$ cat src/csr_pkg.sv
package csr_pkg;

    typedef logic [13:0] csr_num_t;

    // CSR numbers
    localparam csr_num_t CSR_CRMD   = 14'h000;
    localparam csr_num_t CSR_PRMD   = 14'h001;
    localparam csr_num_t CSR_ECFG   = 14'h004;
    localparam csr_num_t CSR_ESTAT  = 14'h005;
    localparam csr_num_t CSR_ERA    = 14'h006;
    localparam csr_num_t CSR_BADV   = 14'h007;
    localparam csr_num_t CSR_EENTRY = 14'h00c;
    localparam csr_num_t CSR_SAVE0  = 14'h030;
    localparam csr_num_t CSR_SAVE1  = 14'h031;
    localparam csr_num_t CSR_SAVE2  = 14'h032;
    localparam csr_num_t CSR_SAVE3  = 14'h033;
    localparam csr_num_t CSR_TID    = 14'h040;
    localparam csr_num_t CSR_TCFG   = 14'h041;
    localparam csr_num_t CSR_TVAL   = 14'h042;
    localparam csr_num_t CSR_TICLR  = 14'h044;

    // Exception codes
    localparam logic [5:0] ECODE_ADE     = 6'h08;
    localparam logic [5:0] ECODE_ALE     = 6'h09;
    localparam logic [8:0] ESUBCODE_ADEF = 9'h000;

    // Field positions and widths
    localparam int INT_BITS      = 13;
    localparam int TIMER_IRQ_BIT = 11;
    localparam int EENTRY_VA_LSB = 6;
    localparam int TICLR_CLR_BIT = 0;

    localparam logic [31:0] TIMER_IDLE = 32'hffff_ffff;

    typedef struct packed {
        logic crmd;
        logic prmd;
        logic ecfg;
        logic estat;
        logic era;
        logic badv;
        logic eentry;
        logic save0;
        logic save1;
        logic save2;
        logic save3;
        logic tid;
        logic tcfg;
        logic tval;
        logic ticlr;
    } csr_sel_t;

    // One write word, seen through the layout of the register it targets
    typedef union packed {
        struct packed {
            logic [28:0] rsvd;
            logic        ie;
            logic [1:0]  plv;
        } crmd_view;
        struct packed {
            logic [28:0] rsvd;
            logic        pie;
            logic [1:0]  pplv;
        } prmd_view;
        struct packed {
            logic [29:0] rsvd;
            logic [1:0]  is10;
        } estat_view;
        struct packed {
            logic [29:0] initval;
            logic        periodic;
            logic        en;
        } tcfg_view;
        logic [31:0] raw;
    } csr_word_u;

    typedef struct packed {
        logic        we;
        logic [31:0] wmask;
        csr_word_u   wvalue;
    } csr_wr_t;

    typedef struct packed {
        logic        ex;
        logic        ertn;
        logic [5:0]  ecode;
        logic [8:0]  esubcode;
        logic [31:0] pc;
        logic [31:0] vaddr;
    } exc_req_t;

    typedef struct packed {
        logic [1:0]                  plv;
        logic                        ie;
        logic [1:0]                  pplv;
        logic                        pie;
        logic [INT_BITS-1:0]         lie;
        logic [INT_BITS-1:0]         estat_is;
        logic [5:0]                  ecode;
        logic [8:0]                  esubcode;
        logic [31:0]                 era;
        logic [31:0]                 badv;
        logic [31-EENTRY_VA_LSB:0]   eentry_va;
    } exc_rd_t;

    typedef struct packed {
        logic [31:0] tcfg;
        logic [31:0] tval;
    } timer_rd_t;

    typedef struct packed {
        logic [31:0] save0;
        logic [31:0] save1;
        logic [31:0] save2;
        logic [31:0] save3;
        logic [31:0] tid;
    } save_rd_t;

    function automatic logic [31:0] masked_merge(
        input logic [31:0] old_val,
        input logic [31:0] new_val,
        input logic [31:0] mask
    );
        return (mask & new_val) | (~mask & old_val);
    endfunction

endpackage

$ cat src/csr_addr_decode.sv
module csr_addr_decode
    import csr_pkg::*;
(
    input  csr_num_t csr_num,
    output csr_sel_t sel
);

    // Unknown numbers leave every bit low
    assign sel.crmd   = (csr_num == CSR_CRMD);
    assign sel.prmd   = (csr_num == CSR_PRMD);
    assign sel.ecfg   = (csr_num == CSR_ECFG);
    assign sel.estat  = (csr_num == CSR_ESTAT);
    assign sel.era    = (csr_num == CSR_ERA);
    assign sel.badv   = (csr_num == CSR_BADV);
    assign sel.eentry = (csr_num == CSR_EENTRY);

    assign sel.save0  = (csr_num == CSR_SAVE0);
    assign sel.save1  = (csr_num == CSR_SAVE1);
    assign sel.save2  = (csr_num == CSR_SAVE2);
    assign sel.save3  = (csr_num == CSR_SAVE3);
    assign sel.tid    = (csr_num == CSR_TID);

    // Timer block
    assign sel.tcfg   = (csr_num == CSR_TCFG);
    assign sel.tval   = (csr_num == CSR_TVAL);
    assign sel.ticlr  = (csr_num == CSR_TICLR);

endmodule

$ cat src/csr_exc_state.sv
module csr_exc_state
    import csr_pkg::*;
(
    input  logic        clk,
    input  logic        reset,
    input  csr_wr_t     wr,
    input  csr_sel_t    sel,
    input  exc_req_t    exc,
    input  logic        timer_zero,
    output exc_rd_t     rd,
    output logic [31:0] ex_entry,
    output logic [31:0] ertn_pc,
    output logic        has_int
);

    logic [1:0]                crmd_plv;
    logic                      crmd_ie;
    logic [1:0]                prmd_pplv;
    logic                      prmd_pie;
    logic [INT_BITS-1:0]       ecfg_lie;
    logic [1:0]                estat_is10;
    logic                      estat_timer;
    logic [5:0]                estat_ecode;
    logic [8:0]                estat_esubcode;
    logic [31:0]               era;
    logic [31:0]               badv;
    logic [31-EENTRY_VA_LSB:0] eentry_va;

    csr_word_u   crmd_next;
    csr_word_u   prmd_next;
    csr_word_u   estat_next;
    logic [31:0] ecfg_next;
    logic [31:0] eentry_next;
    logic        addr_err;
    logic        ticlr_clr;
    logic [INT_BITS-1:0] estat_is;

    assign crmd_next.raw  = masked_merge({29'b0, crmd_ie, crmd_plv}, wr.wvalue.raw, wr.wmask);
    assign prmd_next.raw  = masked_merge({29'b0, prmd_pie, prmd_pplv}, wr.wvalue.raw, wr.wmask);
    assign estat_next.raw = masked_merge({30'b0, estat_is10}, wr.wvalue.raw, wr.wmask);
    assign ecfg_next      = masked_merge({{(32-INT_BITS){1'b0}}, ecfg_lie},
                                         wr.wvalue.raw, wr.wmask);
    assign eentry_next    = masked_merge({eentry_va, {EENTRY_VA_LSB{1'b0}}},
                                         wr.wvalue.raw, wr.wmask);

    assign addr_err  = (exc.ecode == ECODE_ADE) || (exc.ecode == ECODE_ALE);
    assign ticlr_clr = wr.we && sel.ticlr && wr.wmask[TICLR_CLR_BIT]
                       && wr.wvalue.raw[TICLR_CLR_BIT];

    always_ff @(posedge clk) begin
        if (reset) begin
            crmd_plv <= 2'b0;
            crmd_ie  <= 1'b0;
        end else if (exc.ex) begin
            crmd_plv <= 2'b0;
            crmd_ie  <= 1'b0;
        end else if (exc.ertn) begin
            crmd_plv <= prmd_pplv;
            crmd_ie  <= prmd_pie;
        end else if (wr.we && sel.crmd) begin
            crmd_plv <= crmd_next.crmd_view.plv;
            crmd_ie  <= crmd_next.crmd_view.ie;
        end
    end

    // Privilege push on exception entry
    always_ff @(posedge clk) begin
        if (exc.ex) begin
            prmd_pplv <= crmd_plv;
            prmd_pie  <= crmd_ie;
        end else if (wr.we && sel.prmd) begin
            prmd_pplv <= prmd_next.prmd_view.pplv;
            prmd_pie  <= prmd_next.prmd_view.pie;
        end
    end

    always_ff @(posedge clk) begin
        if (reset) begin
            ecfg_lie <= '0;
        end else if (wr.we && sel.ecfg) begin
            ecfg_lie <= ecfg_next[INT_BITS-1:0];
        end
    end

    // Software interrupt bits
    always_ff @(posedge clk) begin
        if (reset) begin
            estat_is10 <= 2'b0;
        end else if (wr.we && sel.estat) begin
            estat_is10 <= estat_next.estat_view.is10;
        end
    end

    // Timer interrupt, set wins over clear
    always_ff @(posedge clk) begin
        if (reset) begin
            estat_timer <= 1'b0;
        end else if (timer_zero) begin
            estat_timer <= 1'b1;
        end else if (ticlr_clr) begin
            estat_timer <= 1'b0;
        end
    end

    always_ff @(posedge clk) begin
        if (exc.ex) begin
            estat_ecode    <= exc.ecode;
            estat_esubcode <= exc.esubcode;
        end
    end

    always_ff @(posedge clk) begin
        if (exc.ex) begin
            era <= exc.pc;
        end else if (wr.we && sel.era) begin
            era <= masked_merge(era, wr.wvalue.raw, wr.wmask);
        end
    end

    // Fetch address errors report the pc itself
    always_ff @(posedge clk) begin
        if (exc.ex && addr_err) begin
            badv <= (exc.ecode == ECODE_ADE && exc.esubcode == ESUBCODE_ADEF) ?
                    exc.pc : exc.vaddr;
        end
    end

    always_ff @(posedge clk) begin
        if (wr.we && sel.eentry) begin
            eentry_va <= eentry_next[31:EENTRY_VA_LSB];
        end
    end

    // Lines 10:2 and 12 are hardware and IPI interrupts, tied off
    assign estat_is = {1'b0, estat_timer, 9'b0, estat_is10};

    assign ex_entry = {eentry_va, {EENTRY_VA_LSB{1'b0}}};
    assign ertn_pc  = era;
    assign has_int  = ((estat_is[TIMER_IRQ_BIT:0] & ecfg_lie[TIMER_IRQ_BIT:0]) != '0)
                      && crmd_ie;

    assign rd.plv       = crmd_plv;
    assign rd.ie        = crmd_ie;
    assign rd.pplv      = prmd_pplv;
    assign rd.pie       = prmd_pie;
    assign rd.lie       = ecfg_lie;
    assign rd.estat_is  = estat_is;
    assign rd.ecode     = estat_ecode;
    assign rd.esubcode  = estat_esubcode;
    assign rd.era       = era;
    assign rd.badv      = badv;
    assign rd.eentry_va = eentry_va;

    a_ex_clears_crmd: assert property (@(posedge clk) disable iff (reset)
        exc.ex |=> (crmd_plv == 2'b0 && !crmd_ie))
        else $error("CRMD not cleared after exception entry");

    // ie has to be set already, or be set by this edge's return or write
    a_int_needs_ie: assert property (@(posedge clk) disable iff (reset)
        $rose(has_int) |-> $past(crmd_ie) || $past(exc.ertn) || $past(wr.we && sel.crmd))
        else $error("has_int rose with interrupts disabled");

endmodule

$ cat src/csr_timer.sv
module csr_timer
    import csr_pkg::*;
(
    input  logic      clk,
    input  logic      reset,
    input  csr_wr_t   wr,
    input  csr_sel_t  sel,
    output timer_rd_t rd,
    output logic      timer_zero
);

    logic        tcfg_en;
    logic        tcfg_periodic;
    logic [29:0] tcfg_initval;
    logic [31:0] count;
    logic        tcfg_wr;
    csr_word_u   tcfg_next;

    assign tcfg_wr = wr.we && sel.tcfg;
    assign tcfg_next.raw = masked_merge({tcfg_initval, tcfg_periodic, tcfg_en},
                                        wr.wvalue.raw, wr.wmask);

    always_ff @(posedge clk) begin
        if (reset) begin
            tcfg_en <= 1'b0;
        end else if (tcfg_wr) begin
            tcfg_en <= tcfg_next.tcfg_view.en;
        end
    end

    always_ff @(posedge clk) begin
        if (tcfg_wr) begin
            tcfg_periodic <= tcfg_next.tcfg_view.periodic;
            tcfg_initval  <= tcfg_next.tcfg_view.initval;
        end
    end

    // One-shot mode wraps from zero to all ones and parks there
    always_ff @(posedge clk) begin
        if (reset) begin
            count <= TIMER_IDLE;
        end else if (tcfg_wr && tcfg_next.tcfg_view.en) begin
            count <= {tcfg_next.tcfg_view.initval, 2'b00};
        end else if (tcfg_en && count != TIMER_IDLE) begin
            if (count == 32'b0 && tcfg_periodic) begin
                count <= {tcfg_initval, 2'b00};
            end else begin
                count <= count - 32'd1;
            end
        end
    end

    assign timer_zero = (count == 32'b0);

    assign rd.tcfg = {tcfg_initval, tcfg_periodic, tcfg_en};
    assign rd.tval = count;

    a_idle_holds: assert property (@(posedge clk) disable iff (reset)
        (count == TIMER_IDLE && !tcfg_wr) |=> count == TIMER_IDLE)
        else $error("stopped timer left the idle value");

endmodule

$ cat src/csr_save_regs.sv
module csr_save_regs
    import csr_pkg::*;
(
    input  logic     clk,
    input  logic     reset,
    input  csr_wr_t  wr,
    input  csr_sel_t sel,
    output save_rd_t rd
);

    logic [31:0] save_q [4];
    logic [31:0] tid;
    logic [3:0]  save_sel;

    assign save_sel = {sel.save3, sel.save2, sel.save1, sel.save0};

    // Scratch words for the exception handler
    always_ff @(posedge clk) begin
        for (int i = 0; i < 4; i++) begin
            if (wr.we && save_sel[i]) begin
                save_q[i] <= masked_merge(save_q[i], wr.wvalue.raw, wr.wmask);
            end
        end
    end

    always_ff @(posedge clk) begin
        if (reset) begin
            tid <= 32'b0;
        end else if (wr.we && sel.tid) begin
            tid <= masked_merge(tid, wr.wvalue.raw, wr.wmask);
        end
    end

    assign rd.save0 = save_q[0];
    assign rd.save1 = save_q[1];
    assign rd.save2 = save_q[2];
    assign rd.save3 = save_q[3];
    assign rd.tid   = tid;

endmodule

$ cat src/csr_read_mux.sv
module csr_read_mux
    import csr_pkg::*;
(
    input  csr_sel_t    sel,
    input  exc_rd_t     exc_rd,
    input  timer_rd_t   timer_rd,
    input  save_rd_t    save_rd,
    output logic [31:0] rvalue
);

    logic [31:0] crmd_word;
    logic [31:0] prmd_word;
    logic [31:0] ecfg_word;
    logic [31:0] estat_word;
    logic [31:0] eentry_word;

    // DA reads as one
    assign crmd_word   = {28'b0, 1'b1, exc_rd.ie, exc_rd.plv};
    assign prmd_word   = {29'b0, exc_rd.pie, exc_rd.pplv};
    assign ecfg_word   = {{(32-INT_BITS){1'b0}}, exc_rd.lie};
    assign estat_word  = {1'b0, exc_rd.esubcode, exc_rd.ecode, 3'b0, exc_rd.estat_is};
    assign eentry_word = {exc_rd.eentry_va, {EENTRY_VA_LSB{1'b0}}};

    // TICLR has no term, it reads zero
    assign rvalue = {32{sel.crmd}}   & crmd_word
                  | {32{sel.prmd}}   & prmd_word
                  | {32{sel.ecfg}}   & ecfg_word
                  | {32{sel.estat}}  & estat_word
                  | {32{sel.era}}    & exc_rd.era
                  | {32{sel.badv}}   & exc_rd.badv
                  | {32{sel.eentry}} & eentry_word
                  | {32{sel.save0}}  & save_rd.save0
                  | {32{sel.save1}}  & save_rd.save1
                  | {32{sel.save2}}  & save_rd.save2
                  | {32{sel.save3}}  & save_rd.save3
                  | {32{sel.tid}}    & save_rd.tid
                  | {32{sel.tcfg}}   & timer_rd.tcfg
                  | {32{sel.tval}}   & timer_rd.tval;

    // The AND-OR select breaks if the decoder ever raises two lines
    always_comb begin
        a_sel_onehot: assert ($onehot0(sel))
            else $error("register select is not one-hot");
    end

endmodule

$ cat src/csr_top.sv
module csr_top
    import csr_pkg::*;
(
    input  logic        clk,
    input  logic        reset,
    input  logic        csr_re,
    input  csr_num_t    csr_num,
    input  logic        csr_we,
    input  logic [31:0] csr_wmask,
    input  logic [31:0] csr_wvalue,
    input  logic        wb_ex,
    input  logic        ertn_flush,
    input  logic [5:0]  wb_ecode,
    input  logic [8:0]  wb_esubcode,
    input  logic [31:0] wb_pc,
    input  logic [31:0] wb_vaddr,
    output logic [31:0] csr_rvalue,
    output logic [31:0] ex_entry,
    output logic [31:0] ertn_pc,
    output logic        has_int
);

    // csr_re is part of the core interface only, reads are combinational
    csr_wr_t   wr;
    exc_req_t  exc;
    csr_sel_t  sel;
    exc_rd_t   exc_rd;
    timer_rd_t timer_rd;
    save_rd_t  save_rd;
    logic      timer_zero;

    assign wr.we         = csr_we;
    assign wr.wmask      = csr_wmask;
    assign wr.wvalue.raw = csr_wvalue;

    assign exc.ex       = wb_ex;
    assign exc.ertn     = ertn_flush;
    assign exc.ecode    = wb_ecode;
    assign exc.esubcode = wb_esubcode;
    assign exc.pc       = wb_pc;
    assign exc.vaddr    = wb_vaddr;

    csr_addr_decode i_decode (
        .csr_num (csr_num),
        .sel     (sel)
    );

    csr_exc_state i_exc_state (
        .clk        (clk),
        .reset      (reset),
        .wr         (wr),
        .sel        (sel),
        .exc        (exc),
        .timer_zero (timer_zero),
        .rd         (exc_rd),
        .ex_entry   (ex_entry),
        .ertn_pc    (ertn_pc),
        .has_int    (has_int)
    );

    csr_timer i_timer (
        .clk        (clk),
        .reset      (reset),
        .wr         (wr),
        .sel        (sel),
        .rd         (timer_rd),
        .timer_zero (timer_zero)
    );

    csr_save_regs i_save_regs (
        .clk   (clk),
        .reset (reset),
        .wr    (wr),
        .sel   (sel),
        .rd    (save_rd)
    );

    csr_read_mux i_read_mux (
        .sel      (sel),
        .exc_rd   (exc_rd),
        .timer_rd (timer_rd),
        .save_rd  (save_rd),
        .rvalue   (csr_rvalue)
    );

endmodule

$ cat config.mk
export PLATFORM = sky130hd
export DESIGN_NAME = csr_top
export DESIGN_NICKNAME = d
export VERILOG_FILES = /design/src/csr_pkg.sv /design/src/csr_addr_decode.sv /design/src/csr_exc_state.sv /design/src/csr_timer.sv /design/src/csr_save_regs.sv /design/src/csr_read_mux.sv /design/src/csr_top.sv
export SDC_FILE = /design/constraint.sdc
export NUM_CORES = 1
export LEC_CHECK = 0
export BUFFER_PORTS_ARGS = -buffer_cell sky130_fd_sc_hd__buf_2
export CAP_MARGIN = 30
export CORE_MARGIN = 1
export CORE_UTILIZATION = 58
export CTS_CLUSTER_SIZE = 14
export DETAILED_ROUTE_END_ITERATION = 10
export PLACE_DENSITY = 0.8
export SYNTH_ARGS = -nofsm -noshare
export SYNTH_HDL_FRONTEND = slang
export SYNTH_HIERARCHICAL = 1
export SYNTH_SLANG_ARGS = --single-unit
$ cat constraint.sdc
create_clock -name clk -period 5.3 [get_ports clk]
set_input_delay 1.06 -clock clk [delete_from_list [all_inputs] [get_ports clk]]
set_output_delay 1.06 -clock clk [all_outputs]
set_load 0.01 [all_outputs]
=== After elaboration in Yosys (flattened, before gate mapping) ===
Memory sizes are Yosys's and may differ from the RTL's.
Cells that the tools add are included.

* Memory bits (read-only): 0
* Latch bits: 0
* Word-level logic and storage cells: 158
* Register bits after elaboration: 223
* Memories kept: 1
* RAM bits: 128

{| class="wikitable"
|+ Memory list
! name !! depth !! width !! rd ports !! clocked after Yosys merged registers in !! write ports !! RTL line !! text
|-
| i_save_regs.save_q || 4 || 32 || 4 || 0 || 1 || csr_save_regs.sv:11 || <nowiki>logic [31:0] save_q [4];</nowiki>
|}

* Equality and inequality tests: 17
* Bitwise logic cells: 54
* Add/sub/neg operators: 1
* $mul: 0
* Reductions and logical operators: 35
* Shift-type cells: 0
* Magnitude comparators: 0
* Multiplexer cells: 33
* Div/mod/pow operators: 0

{| class="wikitable"
|+ Operators by type and width
! operator !! count
|-
| 32-bit bitwise OR || 21
|-
| 32-bit bitwise AND || 19
|-
| 32-bit two-way mux || 9
|-
| 32-bit OR reduction || 3
|-
| 14-bit by 3-bit == test with 1-bit output (second input constant) || 4
|-
| 14-bit by 6-bit == test with 1-bit output (second input constant) || 4
|-
| 14-bit by 7-bit == test with 1-bit output (second input constant) || 4
|-
| 32-bit by 13-bit bitwise AND with 32-bit output || 1
|-
| 32-bit by 3-bit bitwise AND with 32-bit output || 1
|-
| 32-bit by 31-bit bitwise AND with 32-bit output || 1
|-
| 32-bit by 4-bit bitwise AND with 32-bit output || 1
|-
| 32-bit zero test || 1
|-
| 32-bit inequality test (second input constant) || 1
|-
| 32-bit inverter || 1
|-
| 32-bit by 1-bit subtractor with 32-bit output (second input constant) || 1
|-
| 1-bit logical AND || 21
|-
| 1-bit two-way mux || 17
|-
| 14-bit by 1-bit == test with 1-bit output (second input constant) || 1
|-
| 14-bit by 4-bit == test with 1-bit output (second input constant) || 1
|-
| 14-bit zero test || 1
|-
| 2-bit two-way mux || 7
|-
| 13-bit bitwise AND || 1
|-
| 13-bit bitwise OR || 1
|-
| 12-bit bitwise AND || 1
|-
| other kinds (10) || 17
|}

=== Longest topological paths before layout ===
Gate-level depths: netlist (run 1).

* Depth in word-level cells: 15
* Mapped depth: 10
* Gate-level depth less buffers: 9

=== Modules after synthesis ===
The synthesis (run 1) kept the hierarchy.

{| class="wikitable"
|+ Modules (own cells, without submodules)
! module !! instances !! area each (um^2) !! cells an instance
|-
| csr_save_regs || 1 || 6543.8 || 456
|-
| csr_exc_state || 1 || 6138.4 || 531
|-
| csr_timer || 1 || 3827.4 || 407
|-
| csr_read_mux || 1 || 2040.7 || 242
|-
| csr_addr_decode || 1 || 285.3 || 37
|}

=== Worst setup path before layout (run 1) ===
Ideal clock, no wire load.

* Kind: input-to-output
* Start: in csr_num[9]
* End: out csr_rvalue[0]
* Data arrival time: 3.682 ns
* Path buffers: 3
* Required time: 4.240 ns
* Slack: 0.558 ns
* Stages on the path: 9
* Cell sequence: or4_1 > clkbuf_2 > buf_6 > nor4_1 > buf_6 > a22oi_1 > nand2_1 > a221oi_2 > nand3_1

{| class="wikitable"
|+ RTL lines
! element !! RTL line !! text
|-
| from (decl) || csr_top.sv:7 || <nowiki>input csr_num_t csr_num,</nowiki>
|-
| to (decl) || csr_top.sv:17 || <nowiki>output logic [31:0] csr_rvalue,</nowiki>
|}

==> results.py, run 1 <==
metrics = {
    "min_path": {
        "hold_path.class": "flop to flop",
        "hold_depth": 2,
    },
    "clock_network": {
        "cts.clk_slew.worst_paths_ns": 0.06,
        "cts_root_buf": "clkbuf_16",
        "cts_tree": "yes",
        "cts_buffers": 37,
        "numClockSinks": 351,
        "cts.htree.levels": 2,
        "ctsHoldBuffers": 0,
        "clockBufferDepth": 3,
        "cts_setup_buffers": 0,
        "clk-insertion-delay-late_ns": 0.53,
        "cts_resized": 0,
    },
    "cells_and_area": {
        "drive_gt1_frac": 0.261,
        "design_area_mm2": 0.0209,
        "final_cell_mix": "edfxtp_1 (267), buf_2 (249), and3_1 (156)",
        "fillers": 2363,
        "instances_no_fill": 2227,
        "finalNetCount": 1960,
        "final_common_cell": "edfxtp_1",
        "syn2layout_area_growth_pct": 10.8,
    },
    "synth": {
        "synth-edff-count": 267,
        "yosys_warnings": 6,
        "async_flop_share": 0,
        "synth.avg_cell_area_um2": 11.3,
        "postSynthCellCount": 1673,
        "synth_seq_cells": 351,
        "yosys.cell_types.count": 72,
        "seq_area_frac_synth": 0.515,
        "synthesis.area_mm2": 0.0188,
        "synth_ff_type": "edfxtp_1",
    },
    "worst_setup_path": {
        "rr_worst_depth": 6,
        "reg2reg_from": "i_timer/count[24]",
        "path_max_fanout": 33,
        "startpoint_type": "input pin",
        "worst_r2r_endpoint": "i_timer/count[3]",
        "worstPathRequired_ns": 4.24,
        "crit_path_end_kind": "primary output",
        "arrival_ns": 3.56,
        "worstSetupPathType": "input pin to primary output",
        "r2r_slack_ns": 1.63,
    },
    "route": {
        "drtPass1Iterations": 6,
        "drc": 0,
        "drt_iter0_drc": 1803,
        "viasPerCell": 6.71,
        "wl_per_cell_um": 23.5,
        "vias": 14900,
        "ant_nets": 0,
        "routed_wl_um": 52300,
    },
    "placement": {
        "place_hpwl_um": 33200,
        "port_buffers": 252,
        "place_area_mm2": 0.0197,
        "gp_congestion": 0.897,
        "place_inst": 2157,
    },
    "floorplanning": {
        "coreArea_mm2": 0.0317,
        "die_h_um": 182,
        "start_util": 0.594,
        "ios": 260,
        "rows": 65,
        "fp.dieW_um": 182,
        "fp.dieArea_mm2": 0.0332,
    },
    "power_and_ir_drop": {
        "p_per_area_mw_per_mm2": 284,
        "irDropWorstVdd_mv": 0.194,
        "p_leak_nw": 8.62,
        "total_power_mw": 5.93,
    },
    "sta": {
        "rsz0062_at_grt": "false",
        "setup_viol": 0,
        "finalCritPeriodShare": 0.873,
        "holdWs_ns": 0.482,
        "slew_headroom": 0.261,
        "tightest_slew_ns": 1.10,
        "hold_violations": 0,
        "timing.clock.skew_ns": 0.0170,
        "drv_slew": 0,
        "setup_tns_ns": 0,
        "period_minus_slack_ns": 4.62,
        "fmax_mhz": 216,
    },
    "global_route": {
        "grt.overflow.total": 0,
        "grt_usage": 0.312,
        "grt_pass1_vias": 14600,
        "antenna_found_initial": 2,
        "grt_pass1_wl_um": 81500,
        "grt_max_degree": 126,
    },
    "job": {
        "cap_violations": 0,
    },
    "run_status": {
        "outcome": "complete, no violations",
    },
}
[layer usage]
layer / track usage / wire length [um] / vias to the layer above
li1: - / - / 6618
met1: 0.411 / 20400 / 7314
met2: 0.518 / 25400 / 889
met3: 0.0533 / 4920 / 115
met4: 0.116 / 1640 / 2
met5: 0 / 13 / -
[cells in the mapped netlist, drive strengths merged, types with 4 or more instances]
master / instances / area (um2)
a22oi: 35 / 268
xnor2: 5 / 43.8
or4: 10 / 82.6
mux2i: 50 / 500
a21oi: 36 / 180
a221oi: 64 / 667
a222oi: 21 / 210
or4b: 5 / 50.1
o41a: 6 / 67.6
nand3: 98 / 490
a22o: 60 / 526
nor2: 104 / 390
nor4: 37 / 259
dfxtp: 84 / 1680
o31a: 7 / 61.3
edfxtp: 267 / 8020
and3: 158 / 993
o21ai: 56 / 280
clkbuf: 76 / 324
a211oi: 4 / 30.0
or3: 8 / 50.1
nand2: 86 / 323
o211ai: 14 / 105
nand4: 17 / 113
or4bb: 7 / 78.8
buf: 138 / 1130
nand2b: 64 / 453
mux2: 64 / 833
a2bb2oi: 6 / 52.6
o311ai: 6 / 60.1
nor3: 21 / 105
inv: 17 / 63.8
a31o: 4 / 35.0
[worst max-delay path by stage]
stage,startpoint,endpoint,cells past startpoint,slack [ns]
after detailed placement,csr_num[9],csr_rvalue[2],9,0.73
after global placement,csr_num[9],csr_rvalue[2],9,0.74
final,csr_num[9],csr_rvalue[2],9,0.68
after CTS,csr_num[9],csr_rvalue[2],9,0.73
after global routing,csr_num[9],csr_rvalue[1],9,0.55
after floorplan,csr_num[9],csr_rvalue[0],9,0.56
[report_power, final]
part,switching (mW),leakage (nW),total [mW],internal [mW]
sequential,0.0240,3.10,3.02,3.00
clock,1.06,0.577,2.55,1.49
combinational,0.220,4.94,0.354,0.134
total,1.31,8.62,5.93,4.62
[per-stage QoR]
stage / util / setup slack (ns)
floorplan: - / 0.558
CTS: 0.657 / 0.727
finish: 0.658 / 0.676
global route: 0.658 / 0.552
detailed placement: 0.620 / 0.728
global placement: 0.618 / 0.735
[cell type report]
class	count	area [um2]	share of cell area
timing repair buffer	282	1650	0.0789
tap	402	503	0.0241
clock inverter	10	77.6	0.00372
antenna	1	2.50	0.000120
multi-input combinational	1106	7780	0.373
clock buffer	58	1110	0.0531
sequential	351	9700	0.465
inverter	17	63.8	0.00306
[worst max-delay path, stage by stage]
cell	delay (ns)
buf_2	0.09
or4_1	0.85
nor4_2	0.34
buf_4	0.53
a22oi_1	0.18
nand2_1	0.11
a221oi_2	0.04
nand3_1	0.18
buf_2	0.16
[cells by family (layout without fill, tap and decap cells)]
family          Yosys count  count (layout)  synth area share
mux                     114             114            0.0708
buf+inv                 231             367            0.0806
simple gates            637             637             0.189
fa+ha+maj                 2               2           0.00133
flops                   351             351             0.515
compound gates          331             331             0.140
other cells               1              17          0.000199
xor+xnor                  6               6           0.00279
No activity file was read; power rests on OpenSTA's default activity.
==> run 2: changes to the inputs <==
- CORE_UTILIZATION: 58 -> 45
- PLACE_DENSITY: 0.8 -> not set
==> run 2 against run 1 <==
Critical endpoint is now csr_rvalue[21]. Power grew 2.1%. First-iteration DRC count shrank 22%. Via count shrank 2.6%. The flow now finishes with violations (DRC).
==> results.py, run 2 (synthesis results as in run 1) <==
metrics = {
    "run_status": {
        "outcome": "finished, violations left",
        "violations": "DRC",
    },
    "clock_network": {
        "cts.clk_slew.worst_paths_ns": 0.06,
        "cts_tree": "yes",
        "numClockSinks": 351,
        "clk-insertion-delay-late_ns": 0.55,
        "cts.htree.levels": 2,
        "cts_resized": 0,
        "ctsHoldBuffers": 0,
        "cts_buffers": 39,
        "cts_root_buf": "clkbuf_16",
        "clockBufferDepth": 3,
        "cts_setup_buffers": 0,
    },
    "global_route": {
        "grt.overflow.total": 0,
        "grt_usage": 0.264,
        "grt_max_degree": 113,
        "grt_pass1_vias": 13800,
        "grt_pass1_wl_um": 85100,
        "antenna_found_initial": 5,
    },
    "sta": {
        "setup_tns_ns": 0,
        "setup_slack_ns": 0.742,
        "slew_headroom": 0.288,
        "timing.clock.skew_ns": 0.0193,
        "hold_violations": 0,
        "rsz0062_at_grt": "false",
        "period_minus_slack_ns": 4.56,
        "finalCritPeriodShare": 0.860,
        "holdWs_ns": 0.477,
        "tightest_slew_ns": 1.07,
        "drv_slew": 0,
        "fmax_mhz": 219,
        "setup_viol": 0,
    },
    "cells_and_area": {
        "instances_no_fill": 2363,
        "syn2layout_area_growth_pct": 12.2,
        "finalNetCount": 1963,
        "design_area_mm2": 0.0211,
        "final_cell_mix": "edfxtp_1 (267), buf_2 (249), and3_1 (156)",
        "final_common_cell": "edfxtp_1",
        "final_util": 0.515,
        "drive_gt1_frac": 0.266,
    },
    "route": {
        "drtPass1Iterations": 11,
        "ant_nets": 0,
        "wl_per_cell_um": 23.9,
        "routed_wl_um": 56500,
        "drc": 6,
        "vias": 14600,
        "viasPerCell": 6.16,
        "drt_iter0_drc": 1412,
    },
    "min_path": {
        "hold_path.class": "flop to flop",
    },
    "worst_setup_path": {
        "crit_path_end_kind": "primary output",
        "path_max_fanout": 64,
        "arrival_ns": 3.50,
        "crit_path_max_incr_delay_ns": 0.86,
        "crit_slowest_cell": "or4_1",
        "startpoint_type": "input pin",
        "critPathMostFrequentCell": "buf_2",
        "cpLargestDelayFamily": "simple AND/OR/NAND/NOR gates",
        "worstSetupPathType": "input pin to primary output",
        "path_buf_inv": 3,
        "cp_cell_sequence": "buf_2 -> or4_1 -> nor4_2 -> buf_12 -> a22o_1 -> a221oi_2 -> nand3_1 -> buf_2",
        "worstPathRequired_ns": 4.24,
    },
    "floorplanning": {
        "fp.dieW_um": 207,
        "die_h_um": 207,
        "rows": 74,
        "fp.dieArea_mm2": 0.0427,
        "start_util": 0.459,
        "ios": 260,
        "coreArea_mm2": 0.0410,
    },
    "placement": {
        "place_hpwl_um": 36300,
        "port_buffers": 252,
        "pre_cts_ws_ns": 0.759,
        "gp_congestion": 0.885,
        "place_inst": 2289,
        "place_area_mm2": 0.0199,
    },
    "job": {
        "cap_violations": 0,
    },
    "power_and_ir_drop": {
        "p_leak_nw": 8.67,
        "total_power_mw": 6.06,
        "irDropWorstVdd_mv": 0.221,
        "p_per_area_mw_per_mm2": 287,
    },
}
[run 2: power breakdown]
part	leakage [nW]	switching [mW]	total, mW	internal (mW)
registers	3.10	0.0239	3.02	3.00
logic	4.94	0.228	0.360	0.132
clock network	0.622	1.12	2.67	1.55
total	8.67	1.37	6.06	4.68
[run 2: final cells by class]
cell class                 instances  area, um2
fill                            3658      19900
sequential                       351       9700
multi-input combinational       1106       7780
timing repair buffer             283       1660
clock buffer                      56       1140
tap                              532        666
clock inverter                    16        121
inverter                          17       63.8
antenna                            2       5.00
[run 2: final timing paths]
kind | from | to | slack (ns) | depth (start not counted)
worst max-delay path | csr_num[9] | csr_rvalue[21] | 0.74 | 8
worst min-delay path | flop | flop | 0.48 | 2
worst max register to register | i_timer/count[7] | i_timer/count[11] | 2.18 | 5
worst min register to register | flop | flop | 0.48 | 2
[run 2: worst min-delay path: stages, from the launching register on]
cell      delay, ns
dfxtp_1        0.32
nand2b_2       0.06
mux2i_1        0.05
[run 2: routing by layer]
| layer | share of wire | global-route usage | routed length (um) |
|---|---|---|---|
| met5 | 0.00060 | 0 | 34 |
| met4 | 0.023 | 0.0793 | 1330 |
| met3 | 0.073 | 0.0479 | 4120 |
| met2 | 0.46 | 0.409 | 26200 |
| met1 | 0.44 | 0.374 | 24900 |
